## src/include/ptw_params.svh

```systemverilog
/*
 * Page table walker parameters.
 * Word widths, walk depth limits and the SATP mode codes.
 */
`ifndef PTW_PARAMS_SVH
`define PTW_PARAMS_SVH

`define PTW_XLEN        64   // address and data word
`define PTW_ID_W        8    // request id
`define PTW_VPN_W       9    // one vpn field
`define PTW_PPN_W       44   // physical page number
`define PTW_PAGE_SHIFT  12   // page offset bits
`define PTW_FLAGS_W     8    // pte permission flags

`define PTW_MAX_LEVELS  5    // sv57 walk depth
`define PTW_LEVEL_W     3    // holds levels 0 to 4

// satp mode field, top nibble of the word
`define PTW_MODE_W      4
`define PTW_MODE_SV39   4'd8
`define PTW_MODE_SV48   4'd9
`define PTW_MODE_SV57   4'd10

`endif

```

## src/ptw_pkg.sv

```systemverilog
/*
 * Page table walker types.
 * Request and response words, the memory read port
 * and the two decodings of a page table entry.
 */
`default_nettype none

`include "ptw_params.svh"

package ptw_pkg;

    typedef struct packed {
        logic [`PTW_ID_W-1:0] id;   // zero means no request
        logic [`PTW_XLEN-1:0] vadd;
        logic [`PTW_XLEN-1:0] satp;
    } xlt_req_t;

    typedef struct packed {
        logic [`PTW_ID_W-1:0]    id;
        logic [`PTW_FLAGS_W-1:0] perm; // zero on a page fault
        logic [`PTW_XLEN-1:0]    padd;
    } xlt_rsp_t;

    typedef struct packed {
        logic                 valid;
        logic [`PTW_XLEN-1:0] addr;
    } mem_req_t;

    typedef struct packed {
        logic                 valid;
        logic [`PTW_XLEN-1:0] data;
    } mem_rsp_t;

    typedef struct packed {
        logic d;
        logic a;
        logic g;
        logic u;
        logic x;
        logic w;
        logic r;
        logic v;
    } pte_flags_t;

    // raw memory word or the decoded entry
    typedef union packed {
        logic [`PTW_XLEN-1:0] raw;
        struct packed {
            logic [9:0]            reserved;
            logic [`PTW_PPN_W-1:0] ppn;
            logic [1:0]            rsw;
            pte_flags_t            flags;
        } fields;
    } pte_u;

    typedef enum logic [2:0] {
        walk_idle,
        walk_setup,
        walk_read,
        walk_check,
        walk_done
    } walk_state_e;

endpackage

`default_nettype wire

```

## src/pte_checker.sv

```systemverilog
/*
 * Page table entry checker.
 * Decodes a PTE into leaf or pointer, detects page faults and
 * merges the VPN into the low PPN fields of a superpage.
 */
`timescale 1ns/1ps
`default_nettype none

`include "ptw_params.svh"

module pte_checker (
    input  ptw_pkg::pte_u                         pte,
    input  logic [`PTW_MAX_LEVELS*`PTW_VPN_W-1:0] vpn,
    input  logic [`PTW_LEVEL_W-1:0]               level,
    input  logic                                  last_level,
    output logic                                  leaf,
    output logic                                  fault,
    output logic [`PTW_PPN_W-1:0]                 next_ppn,
    output logic [`PTW_PPN_W-1:0]                 leaf_ppn,
    output ptw_pkg::pte_flags_t                   perm
);
    localparam int VPN_W      = `PTW_VPN_W;
    localparam int LOW_FIELDS = `PTW_MAX_LEVELS - 1; // fields a superpage can cover

    logic                  misaligned;
    logic [`PTW_PPN_W-1:0] merged_ppn;

    always_comb begin
        misaligned = 1'b0;
        merged_ppn = pte.fields.ppn;
        for (int i = 0; i < LOW_FIELDS; i++) begin
            if (i < int'(level)) begin
                // fields below the leaf level must be zero
                if (pte.fields.ppn[i*VPN_W +: VPN_W] != '0) misaligned = 1'b1;
                merged_ppn[i*VPN_W +: VPN_W] = vpn[i*VPN_W +: VPN_W];
            end
        end
    end

    assign leaf     = pte.fields.flags.r || pte.fields.flags.x;
    assign fault    = !pte.fields.flags.v
                   || (!leaf && last_level)   // pointer with no level left
                   || (leaf && misaligned);
    assign next_ppn = pte.fields.ppn;
    assign leaf_ppn = merged_ppn;
    assign perm     = pte.fields.flags;

endmodule

`default_nettype wire

```

## src/ptw_fsm.sv

```systemverilog
/*
 * Page table walk state machine.
 * Captures a request, then loops setup, read and check once per
 * level until a leaf or a fault, and signals the response in done.
 */
`timescale 1ns/1ps
`default_nettype none

module ptw_fsm (
    input  logic clk,
    input  logic rst,
    input  logic req_valid,
    input  logic mode_ok,
    input  logic mem_ready,
    input  logic mem_rsp_valid,
    input  logic fault,
    input  logic leaf,
    output logic req_ready,
    output logic mem_valid,
    output logic load,
    output logic step,
    output logic pte_latch,
    output logic resp_valid,
    output logic resp_fault
);
    import ptw_pkg::*;

    walk_state_e state;
    walk_state_e state_next;
    logic        fault_q; // response carries a page fault

    always_comb begin
        state_next = state;
        case (state)
            walk_idle: begin
                if (req_valid) state_next = mode_ok ? walk_setup : walk_done;
            end
            walk_setup: state_next = walk_read;
            walk_read: begin
                if (pte_latch) state_next = walk_check;
            end
            walk_check: state_next = (fault || leaf) ? walk_done : walk_setup;
            walk_done:  state_next = walk_idle;
            default:    state_next = walk_idle;
        endcase
    end

    always_ff @(posedge clk) begin
        if (rst) begin
            state     <= walk_idle;
            mem_valid <= 1'b0;
            fault_q   <= 1'b0;
        end else begin
            state <= state_next;
            if (state == walk_setup) mem_valid <= 1'b1;             // address formed
            else if (mem_valid && mem_ready) mem_valid <= 1'b0;     // handoff
            if (load) fault_q <= !mode_ok;
            else if (state == walk_check) fault_q <= fault;
        end
    end

    assign req_ready  = state == walk_idle;
    assign load       = req_ready && req_valid;
    // a response only counts once the read has been handed off
    assign pte_latch  = (state == walk_read) && mem_rsp_valid && (!mem_valid || mem_ready);
    assign step       = (state == walk_check) && !fault && !leaf; // pointer goes one level deeper
    assign resp_valid = state == walk_done;
    assign resp_fault = fault_q;

    // the read request lives only inside the read phase
    mem_valid_in_read: assert property (
        @(posedge clk) disable iff (rst) mem_valid |-> state == walk_read
    ) else $error("mem_valid raised outside read");

    resp_single_cycle: assert property (
        @(posedge clk) disable iff (rst) resp_valid |=> !resp_valid
    ) else $error("response held longer than one cycle");

endmodule

`default_nettype wire

```

## src/ptw_level_counter.sv

```systemverilog
/*
 * Walk level counter.
 * Loads the top level from the SATP mode, steps down once
 * per pointer entry and flags the last level.
 */
`timescale 1ns/1ps
`default_nettype none

`include "ptw_params.svh"

module ptw_level_counter (
    input  logic                    clk,
    input  logic                    rst,
    input  logic                    load,
    input  logic                    step,
    input  logic [`PTW_MODE_W-1:0]  mode,
    output logic [`PTW_LEVEL_W-1:0] level,
    output logic                    last_level,
    output logic                    mode_ok
);
    logic [`PTW_LEVEL_W-1:0] start_level;

    always_comb begin
        mode_ok = 1'b1;
        case (mode)
            `PTW_MODE_SV39: start_level = `PTW_LEVEL_W'(`PTW_MAX_LEVELS - 3);
            `PTW_MODE_SV48: start_level = `PTW_LEVEL_W'(`PTW_MAX_LEVELS - 2);
            `PTW_MODE_SV57: start_level = `PTW_LEVEL_W'(`PTW_MAX_LEVELS - 1);
            default: begin
                start_level = '0; // bare or reserved mode
                mode_ok     = 1'b0;
            end
        endcase
    end

    always_ff @(posedge clk) begin
        if (rst) level <= '0;
        else if (load) level <= start_level;
        else if (step) level <= level - 1'b1;
    end

    assign last_level = level == '0;

    // the checker must fault a pointer entry before it reaches this
    no_step_below_zero: assert property (
        @(posedge clk) disable iff (rst) step |-> level != '0
    ) else $error("level counter stepped below level 0");

endmodule

`default_nettype wire

```

## src/ptw_top.sv

```systemverilog
/*
 * Page table walker top level.
 * Connects the state machine, level counter, walk registers
 * and PTE checker, and forms the translation response.
 */
`timescale 1ns/1ps
`default_nettype none

`include "ptw_params.svh"

module ptw_top (
    input  logic              clk,
    input  logic              rst,
    input  ptw_pkg::xlt_req_t req,
    output logic              req_ready,
    output ptw_pkg::xlt_rsp_t rsp,
    output ptw_pkg::mem_req_t mem_req,
    input  logic              mem_ready,
    input  ptw_pkg::mem_rsp_t mem_rsp
);
    import ptw_pkg::*;

    localparam int PADD_PAD = `PTW_XLEN - `PTW_PPN_W - `PTW_PAGE_SHIFT;

    logic                                  req_valid;
    logic                                  mode_ok;
    logic                                  fault;
    logic                                  leaf;
    logic                                  load;
    logic                                  step;
    logic                                  pte_latch;
    logic                                  resp_valid;
    logic                                  resp_fault;
    logic                                  rsp_ok;
    logic                                  last_level;
    logic [`PTW_LEVEL_W-1:0]               level;
    logic [`PTW_MAX_LEVELS*`PTW_VPN_W-1:0] vpn;
    logic [`PTW_ID_W-1:0]                  id;
    logic [`PTW_PPN_W-1:0]                 next_ppn;
    logic [`PTW_PPN_W-1:0]                 leaf_ppn;
    logic [`PTW_XLEN-1:0]                  pte_addr;
    pte_u                                  pte;
    pte_flags_t                            perm;

    assign req_valid = |req.id;

    ptw_fsm u_fsm (
        .clk(clk), .rst(rst),
        .req_valid(req_valid), .mode_ok(mode_ok),
        .mem_ready(mem_ready), .mem_rsp_valid(mem_rsp.valid),
        .fault(fault), .leaf(leaf),
        .req_ready(req_ready), .mem_valid(mem_req.valid),
        .load(load), .step(step), .pte_latch(pte_latch),
        .resp_valid(resp_valid), .resp_fault(resp_fault)
    );

    ptw_level_counter u_level (
        .clk(clk), .rst(rst), .load(load), .step(step),
        .mode(req.satp[`PTW_XLEN-1 -: `PTW_MODE_W]),
        .level(level), .last_level(last_level), .mode_ok(mode_ok)
    );

    ptw_walk_regs u_regs (
        .clk(clk), .rst(rst), .load(load), .step(step), .pte_latch(pte_latch),
        .req(req), .next_ppn(next_ppn), .mem_rsp(mem_rsp), .level(level),
        .pte(pte), .vpn(vpn), .id(id), .ppn(), .pte_addr(pte_addr)
    );

    pte_checker u_check (
        .pte(pte), .vpn(vpn), .level(level), .last_level(last_level),
        .leaf(leaf), .fault(fault), .next_ppn(next_ppn),
        .leaf_ppn(leaf_ppn), .perm(perm)
    );

    assign mem_req.addr = pte_addr;

    assign rsp_ok   = resp_valid && !resp_fault; // fault answers with perm 0
    assign rsp.id   = resp_valid ? id : '0;
    assign rsp.perm = rsp_ok ? perm : '0;
    assign rsp.padd = rsp_ok ? {{PADD_PAD{1'b0}}, leaf_ppn, {`PTW_PAGE_SHIFT{1'b0}}} : '0;

endmodule

`default_nettype wire

```

## src/ptw_walk_regs.sv

```systemverilog
/*
 * Walk registers.
 * Hold the request id, the VPN fields and the current table PPN,
 * latch the returned PTE and form the next PTE address.
 */
`timescale 1ns/1ps
`default_nettype none

`include "ptw_params.svh"

module ptw_walk_regs (
    input  logic                                  clk,
    input  logic                                  rst,
    input  logic                                  load,
    input  logic                                  step,
    input  logic                                  pte_latch,
    input  ptw_pkg::xlt_req_t                     req,
    input  logic [`PTW_PPN_W-1:0]                 next_ppn,
    input  ptw_pkg::mem_rsp_t                     mem_rsp,
    input  logic [`PTW_LEVEL_W-1:0]               level,
    output ptw_pkg::pte_u                         pte,
    output logic [`PTW_MAX_LEVELS*`PTW_VPN_W-1:0] vpn,
    output logic [`PTW_ID_W-1:0]                  id,
    output logic [`PTW_PPN_W-1:0]                 ppn,
    output logic [`PTW_XLEN-1:0]                  pte_addr
);
    localparam int VPN_W     = `PTW_VPN_W;
    localparam int VPN_ALL_W = `PTW_MAX_LEVELS * `PTW_VPN_W;
    localparam int ADDR_PAD  = `PTW_XLEN - `PTW_PPN_W - VPN_W - 3;

    logic [VPN_W-1:0] vpn_field; // index into the current table

    always_ff @(posedge clk) begin
        if (rst) id <= '0;
        else if (load) id <= req.id;
    end

    always_ff @(posedge clk) begin
        if (load) begin
            vpn <= req.vadd[`PTW_PAGE_SHIFT +: VPN_ALL_W];
            ppn <= req.satp[`PTW_PPN_W-1:0]; // root table
        end else if (step) begin
            ppn <= next_ppn; // next level table
        end
        if (pte_latch) pte.raw <= mem_rsp.data;
    end

    assign vpn_field = vpn[int'(level)*VPN_W +: VPN_W];

    // 8-byte entries, so the index is scaled by 3 zero bits
    assign pte_addr = {{ADDR_PAD{1'b0}}, ppn, vpn_field, 3'b000};

endmodule

`default_nettype wire
```

## config.mk

```make
export PLATFORM = sky130hd
export DESIGN_NAME = ptw_top
export DESIGN_NICKNAME = d
export VERILOG_FILES = /design/src/ptw_pkg.sv /design/src/pte_checker.sv /design/src/ptw_fsm.sv /design/src/ptw_level_counter.sv /design/src/ptw_top.sv /design/src/ptw_walk_regs.sv
export VERILOG_INCLUDE_DIRS = /design/src /design/src/include
export SDC_FILE = /design/constraint.sdc
export NUM_CORES = 1
export LEC_CHECK = 0
export ABC_CLOCK_PERIOD_IN_PS = 6500
export BUFFER_PORTS_ARGS = -buffer_cell sky130_fd_sc_hd__buf_2
export CORE_MARGIN = 2
export CORE_UTILIZATION = 31
export CTS_CLUSTER_SIZE = 25
export DETAILED_ROUTE_END_ITERATION = 8
export GPL_TIMING_DRIVEN = 1
export PLACE_DENSITY_LB_ADDON = 0.12
export SETUP_SLACK_MARGIN = 0.3
export SYNTH_ARGS = -nofsm -noshare
export SYNTH_HDL_FRONTEND = slang
export SYNTH_SLANG_ARGS = --single-unit
```

## constraint.sdc

```tcl
create_clock -name clk -period 6.5 [get_ports clk]
set_input_delay 0 -clock clk [delete_from_list [all_inputs] [get_ports clk]]
set_output_delay 0 -clock clk [all_outputs]
set_load 0.01 [all_outputs]
```

==> key figures, run 1 <==
Outcome
  – Status: finished clean

Global route
  – Vias in the first global route: 6,098
  – Gr ovfl total: 0
  – Largest net degree at the start of global routing: 90
  – GRT Overall Usage: between 10% and 20%
  – Antenna violations before repair: 0
  – First-pass GRT wire length: 33.7 mm

Timing
  – Worst slew margin: 25.7%
  – Maximum clock frequency: 0.276 GHz
  – Final Setup Violations: 0
  – Hold Fails Final Rpt: 0
  – Min Hold Slack: 0.0376 ns
  – RSZ-0062 raised after global routing: no
  – Worst slew pin tran: 1.11 ns
  – Min Tclk post-route: 3.62 ns
  – Tcrit/Tclk final: 55.6%
  – Max Clock Skew: 0.00696 ns
  – Slew Limit Fails: 0
  – Setup TNS: 0 ns

Floorplanning
  – Core Region: 22,000 µm²
  – Chip Height: 154 µm
  – Num ports: 350
  – Die area: 23,800 µm²
  – # rows: 54
  – Chip Width: 154 µm
  – Initial cell density of the core: 31.8%

Cells and area
  – Layout Nets: 1,258
  – Area growth, synth to finish: 53.8%
  – Fin util: 48.9%
  – N_diodes: 0
  – Share of cells above drive strength 1: 30.9%

Route
  – Drt total wl: 22.4 mm
  – Met3 WL: 1.43 mm
  – Drt pass-1 iters: 4
  – ANT nets after route: 0
  – DRC errors left: 0
  – Met1 wire length: 9.82 mm
  – Top Metal Used: met4
  – Vias per cell: 4.38
  – 1st-iter DRT viols: 339
  – WL met2: 10.9 mm
  – Avg WL per Cell: 16.7 µm
  – Via count: just under 6,000

Place
  – Gpl congestion: 0.787
  – PortBufs: 271
  – HPWL after DPL: approximately 15 mm

Synthesis
  – Mapped cell area: around 7000 µm²
  – Dominant cells by area after synthesis: edfxtp_1, nand2_1, dfxtp_1
  – Count of cell types in the netlist: 42
  – Top FF cell, synth: edfxtp_1
  – Synthesis-stage register bit count: 157
  – Share of the synthesized area in the top cell type: 60.5%
  – Synth Instances: 620
  – Syn Area/Cell: 11.3 µm²
  – Register area share after synthesis: between 60% and 70%
  – Number of synthesized flops with an enable pin: 141
  – Async S/R FF share, synth: 0%
  – Yosys warns: 0
  – Area leader, netlist: edfxtp_1

Worst setup path
  – Worst setup EP type: register
  – CP dominant cell by count: dlygate4sd3_1
  – Critical setup path kind: register to register
  – CP arrival: roughly 4.0 ns
  – Worst EP required: 6.87 ns
  – Critical path, cell by cell: or3_1 -> inv_2 -> o21ai_4 -> inv_4 -> buf_4 -> nand4b_1 -> dlygate4sd3_1 -> a21oi_1 -> dlygate4sd3_1
  – CP max stage delay: 0.83 ns
  – Crit path max fanout: 89
  – Critical path buffers and inverters: 5
  – Crit-path leading delay family: buffers and inverters
  – CP startpoint kind: register
  – Slowest cell on the critical path: buf_4

Clock network
  – CTS buffer count: 17
  – Clock-pin slew on the worst setup and hold paths: 0.07 ns
  – CTS tree: yes
  – Worst-Skew Late Latency: 0.43 ns
  – Post-cts resize count: 0
  – Hold Buf Count CTS: 168
  – CTS root buf: clkbuf_16
  – Buffer depth of the longest clock path: 2
  – H-tree lvl count: 4
  – Setup bufs post-CTS: 0
  – Clk sinks: 157

Power and ir drop
  – Pleak: 4.79 nW
  – Power Dens Cells: 288 nW/µm²
  – Worst IR Drop VDD: 170 µV

Job
  – Max cap viols: 0

Worst hold path
  – HP Class: input pin to register
## cell usage in the layout, fill, tap and decap left out, drive strengths merged, types with 9 or more instances in the layout
master / instances
a21oi: 42
and2: 23
buf: 277
clkbuf: 17
conb: 31
dfxtp: 16
dlygate4sd3: 168
edfxtp: 141
inv: 28
mux2i: 9
mux4: 9
nand2: 206
nor2: 22
o21ai: 22
## flip-flops by register name, summed over array words and instances (netlist names)
register and flops:
u_regs.pte 52, u_regs.vpn 45, u_regs.ppn 44, u_regs.id 8, u_fsm.state 3, u_level.level 3
u_fsm.mem_valid 1, u_fsm.resp_fault 1
## stage by stage
stage	worst slack [ns]	instance area [µm²]	cells	total power [mW]
2_1_floorplan	3.26	7120	650	1.75
3_3_place_gp	3.58	8500	1144	2.02
5_1_grt	2.63	10800	1344	3.26
6_report	2.88	10800	1344	3.10
4_1_cts	2.88	10800	1344	3.14
3_5_place_dp	3.50	8500	1144	2.02
## path summary, 6_finish.rpt
path,startpoint,to,slack [ns],depth (start not counted)
max,u_fsm.state[2]$_SDFFE_PP0P_,u_level.level[2]$_SDFFE_PP0P_,2.88,9
min,mem_rsp[64],u_fsm.state[0]$_SDFFE_PP0P_,0.04,4
max reg2reg,u_fsm.state[2]$_SDFFE_PP0P_,u_level.level[2]$_SDFFE_PP0P_,2.88,9
min reg2reg,u_regs.pte[53]$_DFFE_PP_,u_regs.ppn[43]$_DFFE_PP_,0.53,2
## final cells by class
cell class | count | area [µm²]
timing repair buffer | 445 | 3080
tap | 280 | 350
fill | 2073 | 11300
inverter | 17 | 66.3
clock inverter | 15 | 165
multi-input combinational | 413 | 2120
sequential | 157 | 4550
clock buffer | 17 | 425
## where the power goes
group	switching (mW)	total, mW	leakage [nW]	internal [mW]
Combinational	0.412	0.695	2.99	0.283
Sequential	0.0714	1.39	1.51	1.31
Clock	0.468	1.02	0.290	0.549
## kinds of logic after synthesis
group / after synthesis / synth area share, %
compound gates: 75 / 5.99
xor+xnor: 1 / 0.125
fa+ha+maj: 3 / 0.536
buf+inv: 80 / 6.38
flops: 157 / 65.0
mux: 19 / 4.34
other cells: 1 / 0.0535
simple gates: 284 / 17.5
## metal layers
metal  vias to the layer above  track usage, %
li1                       2941               -
met1                      2714            23.7
met2                       221            31.8
met3                        17            5.16
met4                         0            5.03
met5                         -               0
## tightest hold or removal path, delay by kind of cell
family | cells | cell delay (ns)
AND/OR/NAND/NOR | 2 | 0.19
buffers and inverters | 1 | 0.10
AO/OA/AOI/OAI | 1 | 0.13
## cell usage after synthesis (3+ instances only)
library cell	number
nor3_1	5
buf_4	34
and2_1	23
nand2_1	206
ha_1	3
inv_1	15
nor2_1	21
dfxtp_1	16
mux2i_1	9
mux4_2	9
o21ai_0	19
clkbuf_1	17
or3_1	6
buf_2	8
nor4_1	4
a21oi_1	42
or4_1	5
nand2b_1	3
edfxtp_1	141
No activity file was read; power rests on OpenSTA's default activity.
==> inputs of run 2 (changes only) <==
ABC_CLOCK_PERIOD_IN_PS = 3500   (was 6500)
clock period = 3.5 ns   (was 6.5 ns; I/O delays follow)
==> run 2 against run 1 <==
Register-to-register slack worse by 2.1 ns; via count grew 0.56%; total power rose by 84%; fmax is 34% higher; critical path type unchanged; largest cell class unchanged.
==> key figures, run 2 (synthesized netlist as in run 1, its figures left out) <==
Outcome
  – Status: finished clean (unchanged)

Cells and area
  – Layout Nets: 1,260 (was 1,258)
  – Fin util: 48.9% (about the same)
  – Share of cells above drive strength 1: 31.3% (was 30.9%)
  – Top flop regs: u_regs.pte (52), u_regs.vpn (45), u_regs.ppn (44) (unchanged)
  – Commonest cells after routing, fill and taps aside: buf_2, nand2_1, dlygate4sd3_1 (unchanged)
  – Area growth, synth to finish: 53.9% (was 53.8%)
  – N_diodes: 0 (unchanged)
  – Reg with most FFs: u_regs.pte (unchanged)
  – Largest register FFs: 52 (unchanged)
  – Most common cell after layout, fill and taps aside: buf_2 (unchanged)

Floorplanning
  – Die area: 23,800 µm² (unchanged)
  – # rows: 54 (unchanged)
  – Initial cell density of the core: 31.8% (unchanged)
  – Core Region: 22,000 µm² (unchanged)
  – Num ports: 350 (unchanged)
  – Chip Width: 154 µm (unchanged)
  – Chip Height: 154 µm (unchanged)

Worst setup path
  – Worst R2R Start: u_fsm.state[0]$_SDFFE_PP0P_ (was u_fsm.state[2]$_SDFFE_PP0P_)
  – Worst R2R End: u_level.level[2]$_SDFFE_PP0P_ (unchanged)
  – CP Depth: 8 (was 9)
  – Crit path max fanout: 64 (was 89)
  – Worst setup EP type: register (unchanged)
  – Critical setup path kind: register to register (unchanged)
  – CP arrival: 3.03 ns (was 3.99 ns)
  – Crit-path leading delay family: buffers and inverters (unchanged)
  – Worst EP required: 3.84 ns (was 6.87 ns)
  – Critical path, cell by cell: or3_1 -> inv_2 -> o21ai_4 -> inv_4 -> buf_12 -> nand4b_1 -> dlygate4sd3_1 -> a21oi_1 (was or3_1 -> inv_2 -> o21ai_4 -> inv_4 -> buf_4 -> nand4b_1 -> dlygate4sd3_1 -> a21oi_1 -> dlygate4sd3_1)
  – CP startpoint kind: register (unchanged)
  – Reg2reg setup slack: 0.81 ns (was 2.88 ns)
  – Slowest cell on the critical path: dlygate4sd3_1 (was buf_4)
  – Critical path buffers and inverters: 4 (was 5)
  – CP max stage delay: 0.58 ns (was 0.83 ns)
  – R2r worst-path depth: 8 (was 9)

Clock network
  – Clk sinks: 157 (unchanged)
  – H-tree lvl count: 4 (unchanged)
  – CTS root buf: clkbuf_16 (unchanged)
  – CTS buffer count: 17 (unchanged)
  – CTS tree: yes (unchanged)
  – Buffer depth of the longest clock path: 2 (unchanged)
  – Worst-Skew Late Latency: 0.44 ns (was 0.43 ns)
  – Setup bufs post-CTS: 0 (unchanged)
  – Clock-pin slew on the worst setup and hold paths: 0.07 ns (about the same)

Power and ir drop
  – Cell Int Power: 3.93 mW (was 2.15 mW)
  – Worst IR Drop VDD: 279 µV (was 170 µV)
  – Sw Ratio: 31.0% (was 30.7%)
  – Combinational Power Share: 22.9% (was 22.4%)
  – Reg power frac: 45.1% (was 44.7%)
  – Clock power frac: 32.0% (was 32.8%)
  – Switching power: 1.76 mW (was 0.952 mW)
  – Power Dens Cells: 528 nW/µm² (was 288 nW/µm²)
  – Pleak: 4.79 nW (about the same)

Timing
  – RSZ-0062 raised after global routing: no (unchanged)
  – Min Tclk post-route: 2.69 ns (was 3.62 ns)
  – Maximum clock frequency: 0.371 GHz (was 0.276 GHz)
  – Final Setup Violations: 0 (unchanged)
  – Worst slew margin: 47.1% (was 25.7%)
  – Tcrit/Tclk final: 76.9% (was 55.6%)
  – Max Clock Skew: 0.0290 ns (was 0.00696 ns)
  – Worst slew pin tran: 0.793 ns (was 1.11 ns)
  – Slew Limit Fails: 0 (unchanged)
  – Setup TNS: 0 ns (unchanged)
  – Setup ws final: 0.808 ns (was 2.88 ns)
  – Hold Fails Final Rpt: 0 (unchanged)

Worst hold path
  – HP Class: input pin to register (unchanged)
  – WHS Endpoint: u_fsm.state[2]$_SDFFE_PP0P_ (was u_fsm.state[0]$_SDFFE_PP0P_)
  – WHS Path Cells: 4 (unchanged)
  – Hold Path Origin: mem_rsp[64] (unchanged)

Route
  – Avg WL per Cell: 16.5 µm (was 16.7 µm)
  – Drt total wl: 22.2 mm (was 22.4 mm)
  – DRC errors left: 0 (unchanged)
  – ANT nets after route: 0 (unchanged)
  – 1st-iter DRT viols: 228 (was 339)
  – Drt pass-1 iters: 4 (unchanged)
  – Vias per cell: 4.40 (was 4.38)
  – Via count: 5,926 (was 5,893)

Global route
  – Vias in the first global route: 6,172 (was 6,098)
  – First-pass GRT wire length: 34.0 mm (was 33.7 mm)
  – Largest net degree at the start of global routing: 65 (was 90)
  – GRT Overall Usage: 18.8% (was 18.7%)
  – Gr ovfl total: 0 (unchanged)
  – Antenna violations before repair: 0 (unchanged)

Place
  – PortBufs: 271 (unchanged)
  – HPWL after DPL: 15.2 mm (was 14.8 mm)
  – Gpl congestion: 0.772 (was 0.787)
  – DP Worst Slack: 1.14 ns (was 3.50 ns)

Job
  – Max cap viols: 0 (unchanged)
## run 2: cell types whose count changed in the layout (fill, tap and decap cells not counted)
| cell | before | now |
|---|---|---|
| clkinv_4 | 0 | 1 |
| buf_4 | 6 | 9 |
| dlygate4sd3_1 | 168 | 166 |
| bufinv_16 | 1 | 0 |
| inv_6 | 7 | 6 |
| buf_12 | 0 | 1 |
| dfxtp_1 | 16 | 15 |
| dfxtp_2 | 0 | 1 |
| inv_8 | 4 | 5 |
## run 2: per-layer routing
| metal | share of wire [%] | wire length, µm | global-route usage (%) | vias to the layer above |
|---|---|---|---|---|
| met4 | 0.64 | 141 | 5.60 | 0 |
| met5 | 0 | 0 | 0 | - |
| met1 | 45 | 9940 | 24.1 | 2759 |
| met3 | 5.5 | 1220 | 4.01 | 11 |
| met2 | 49 | 10900 | 32.0 | 213 |
| li1 | - | - | - | 2943 |
## run 2: power groups by stage
stage,logic [mW],clock network (mW),registers [mW]
after global routing,1.45,1.95,2.59
after detailed placement,1.17,0,2.60
after global placement,1.17,0,2.60
final,1.30,1.82,2.56
after CTS,1.33,1.88,2.57
after floorplan,0.586,0,2.66
## run 2: worst max-delay path by stage
stage | start | slack [ns] | end
6_report | u_fsm.state[0]$_SDFFE_PP0P_ | 0.81 | u_level.level[2]$_SDFFE_PP0P_
5_1_grt | u_fsm.state[2]$_SDFFE_PP0P_ | 0.59 | u_level.level[2]$_SDFFE_PP0P_
4_1_cts | u_fsm.state[0]$_SDFFE_PP0P_ | 0.75 | u_level.level[2]$_SDFFE_PP0P_
3_5_place_dp | u_regs.pte[39]$_DFFE_PP_ | 1.14 | u_fsm.resp_fault$_SDFFE_PP0P_
3_3_place_gp | u_regs.pte[39]$_DFFE_PP_ | 1.13 | u_fsm.resp_fault$_SDFFE_PP0P_
2_1_floorplan | u_fsm.state[0]$_SDFFE_PP0P_ | 0.58 | u_regs.vpn[0]$_DFFE_PP_
## run 2: final cells by class
cell class | count | area, µm²
clock buffers | 17 | 425
clock inverters | 15 | 146
fillers | 2097 | 11300
inverters | 17 | 66.3
multi-input cells | 413 | 2120
flip-flops and latches | 157 | 4560
well taps | 280 | 350
repair buffers | 447 | 3110
## run 2: worst register-to-register path, stage by stage (launching register included)
cell	delay (ns)
dfxtp_1	0.39
or3_1	0.40
inv_2	0.20
o21ai_4	0.10
inv_4	0.31
buf_12	0.37
nand4b_1	0.14
dlygate4sd3_1	0.58
a21oi_1	0.12
## run 2: repair_timing
action                                 in CTS  in global routing
resized for setup                           0                  0
hold buffers                              166                  0
endpoints found under the hold margin     155                  0
## run 2: per-stage QoR
stage | power, mW | cells | area, µm² | hold WS, ns
6_report | 5.69 | 1346 | 10800 | 0.0536
5_1_grt | 5.99 | 1346 | 10800 | 0.0621
4_1_cts | 5.78 | 1346 | 10800 | 0.0236
3_5_place_dp | 3.77 | 1148 | 8540 | 0.178
3_3_place_gp | 3.77 | 1148 | 8540 | 0.177
2_1_floorplan | 3.24 | 650 | 7120 | 0.0691
==> inputs of run 3 (changes only) <==
ABC_CLOCK_PERIOD_IN_PS = 2500   (was 3500)
clock period = 2.5 ns   (was 3.5 ns; I/O delays follow)
==> run 3 against run 2 <==
Hold slack worse by 0.026 ns; cell count about the same; die area unchanged; non-clock buffer count down 1; critical path depth down 2; clock power up 33%; count of clock-buffer cells in the layout up 1; first-iteration DRC count up 57%; critical path type unchanged; critical endpoint is now u_fsm.resp_fault$_SDFFE_PP0P_; largest power group unchanged.
==> key figures, run 3 (synthesized netlist as in run 1, its figures left out) <==
Worst setup path
  – R2r worst-path depth: 6 (was 8)
  – Worst R2R Start: u_regs.pte[40]$_DFFE_PP_ (was u_fsm.state[0]$_SDFFE_PP0P_)
  – Critical Path Source: u_regs.pte[40]$_DFFE_PP_ (was u_fsm.state[0]$_SDFFE_PP0P_)
  – Critical setup path kind: register to register (unchanged)
  – CP startpoint kind: register (unchanged)
  – Critical path, cell by cell: or4_1 -> o41ai_2 -> buf_4 -> o21ai_0 -> nor4_1 -> o41ai_1 (was or3_1 -> inv_2 -> o21ai_4 -> inv_4 -> buf_12 -> nand4b_1 -> dlygate4sd3_1 -> a21oi_1)
  – Crit-path leading delay family: simple AND/OR/NAND/NOR gates (was buffers and inverters)
  – CP arrival: 2.41 ns (was 3.03 ns)
  – Critical path buffers and inverters: 1 (was 4)
  – CP max stage delay: 0.56 ns (was 0.58 ns)
  – Reg2reg setup slack: 0.40 ns (was 0.81 ns)
  – Worst R2R End: u_fsm.resp_fault$_SDFFE_PP0P_ (was u_level.level[2]$_SDFFE_PP0P_)
  – Slowest cell on the critical path: or4_1 (was dlygate4sd3_1)
  – Worst EP required: 2.81 ns (was 3.84 ns)
  – Worst setup EP type: register (unchanged)
  – Crit path max fanout: 3 (was 64)

Job
  – Max cap viols: 0 (unchanged)

Floorplanning
  – Core Region: 22,000 µm² (unchanged)
  – Chip Width: 154 µm (unchanged)
  – Chip Height: 154 µm (unchanged)
  – # rows: 54 (unchanged)
  – Die area: 23,800 µm² (unchanged)
  – Num ports: 350 (unchanged)
  – Initial cell density of the core: 31.8% (unchanged)

Global route
  – Vias in the first global route: 6,163 (was 6,172)
  – Gr ovfl total: 0 (unchanged)
  – First-pass GRT wire length: 34.2 mm (was 34.0 mm)
  – Largest net degree at the start of global routing: 69 (was 65)
  – GRT Overall Usage: 18.8% (about the same)
  – Antenna violations before repair: 0 (unchanged)

Cells and area
  – N_diodes: 0 (unchanged)
  – Cell area after layout: 10,800 µm² (about the same)
  – Reg with most FFs: u_regs.pte (unchanged)
  – Top flop regs: u_regs.pte (52), u_regs.vpn (45), u_regs.ppn (44) (unchanged)
  – Largest register FFs: 52 (unchanged)
  – Layout Nets: 1,259 (was 1,260)
  – Area growth, synth to finish: 53.9% (about the same)
  – Most common cell after layout, fill and taps aside: buf_2 (unchanged)
  – Commonest cells after routing, fill and taps aside: buf_2, nand2_1, dlygate4sd3_1 (unchanged)
  – Share of cells above drive strength 1: 32.6% (was 31.3%)

Worst hold path
  – HP Class: input pin to register (unchanged)
  – WHS Endpoint: u_fsm.state[0]$_SDFFE_PP0P_ (was u_fsm.state[2]$_SDFFE_PP0P_)
  – WHS Path Cells: 4 (unchanged)
  – Hold Path Origin: mem_rsp[64] (unchanged)

Route
  – Via count: 5,946 (was 5,926)
  – Drt total wl: 22.3 mm (was 22.2 mm)
  – DRC errors left: 0 (unchanged)
  – ANT nets after route: 0 (unchanged)
  – Avg WL per Cell: 16.6 µm (was 16.5 µm)
  – Vias per cell: 4.42 (was 4.40)
  – Drt pass-1 iters: 5 (was 4)
  – 1st-iter DRT viols: 359 (was 228)

Timing
  – Final Setup Violations: 0 (unchanged)
  – Setup TNS: 0 ns (unchanged)
  – Hold Fails Final Rpt: 0 (unchanged)
  – Tcrit/Tclk final: 84.1% (was 76.9%)
  – Max Clock Skew: 0.0123 ns (was 0.0290 ns)
  – Slew Limit Fails: 0 (unchanged)
  – RSZ-0062 raised after global routing: yes (was no)
  – Min Tclk post-route: 2.10 ns (was 2.69 ns)
  – Maximum clock frequency: 0.476 GHz (was 0.371 GHz)

Power and ir drop
  – Power Total: 7.90 mW (was 5.69 mW)
  – Worst IR Drop VDD: 430 µV (was 279 µV)
  – Power Dens Cells: 733 nW/µm² (was 528 nW/µm²)
  – Pleak: 4.77 nW (was 4.79 nW)

Clock network
  – CTS tree: yes (unchanged)
  – H-tree lvl count: 4 (unchanged)
  – Buffer depth of the longest clock path: 2 (unchanged)
  – Clk sinks: 157 (unchanged)
  – CTS buffer count: 17 (unchanged)
  – Clock-pin slew on the worst setup and hold paths: 0.07 ns (about the same)
  – Setup bufs post-CTS: 0 (unchanged)
  – Worst-Skew Late Latency: 0.43 ns (was 0.44 ns)
  – CTS root buf: clkbuf_16 (unchanged)

Place
  – Placed Area: 8640 µm² (was 8540 µm²)
  – PortBufs: 271 (unchanged)
  – Gpl congestion: 0.760 (was 0.772)
  – HPWL after DPL: 15.6 mm (was 15.2 mm)

Outcome
  – Status: finished clean (unchanged)
==> run 3: cell count changes in the layout (fill, tap and decap cells not counted), sizes merged <==
cell	delta
buf	+9
clkinvlp	+3
inv	-6
clkbuf	+2
dlygate4sd3	-11
clkinv	+2
==> run 3: timing repair <==
action	in CTS	in global routing
hold buffers	155	0
setup endpoints to repair	0	54
hold endpoints to repair	154	0
gates resized for setup	0	4
==> run 3: through the flow <==
stage          utilization [%]  cells  setup WS (ns)  hold WS [ns]
2_1_floorplan                -    650          0.284        0.0691
3_3_place_gp              39.2   1157          0.346         0.176
3_5_place_dp              39.2   1157          0.345         0.178
4_1_cts                   48.7   1344          0.302        0.0233
5_1_grt                   48.9   1345          0.256        0.0660
6_report                  48.9   1345          0.398        0.0276
==> run 3: metal layers <==
layer  global-route usage [%]  routed length, µm  up-vias  share of wire [%]
met5                        0                  0        -                  0
met4                     5.82                396        0                1.8
met3                     5.04               1520       25                6.8
met2                     30.8              10700      225                 48
met1                     24.4               9740     2751                 44
li1                         -                  -     2945                  -
==> run 3: final cells by class <==
| class | count | area (µm²) |
|---|---|---|
| clock inverter | 14 | 109 |
| inverter | 17 | 72.6 |
| sequential | 157 | 4560 |
| clock buffer | 18 | 429 |
| timing repair buffer | 446 | 3100 |
| fill | 2057 | 11300 |
| tap | 280 | 350 |
| multi-input combinational | 413 | 2160 |
==> run 3: worst max path at each step <==
stage                                               end  slack [ns]  cells after the start
after global routing      u_fsm.resp_fault$_SDFFE_PP0P_        0.26                      6
after detailed placement  u_fsm.resp_fault$_SDFFE_PP0P_        0.34                      6
after CTS                 u_fsm.resp_fault$_SDFFE_PP0P_        0.30                      8
final                     u_fsm.resp_fault$_SDFFE_PP0P_        0.40                      6
after floorplan                 u_regs.ppn[0]$_DFFE_PP_        0.28                      8
after global placement    u_fsm.resp_fault$_SDFFE_PP0P_        0.35                      6
==> run 3: worst min-delay path, stage by stage <==
cell	delay, ns
buf_2	0.10
a21oi_1	0.12
or4_1	0.14
nor2_1	0.05
==> run 3: power by group <==
| part | leakage [nW] | internal (mW) | switching [mW] |
|---|---|---|---|
| Combinational | 3.01 | 0.793 | 1.10 |
| Sequential | 1.51 | 3.41 | 0.183 |
| Clock | 0.257 | 1.29 | 1.13 |
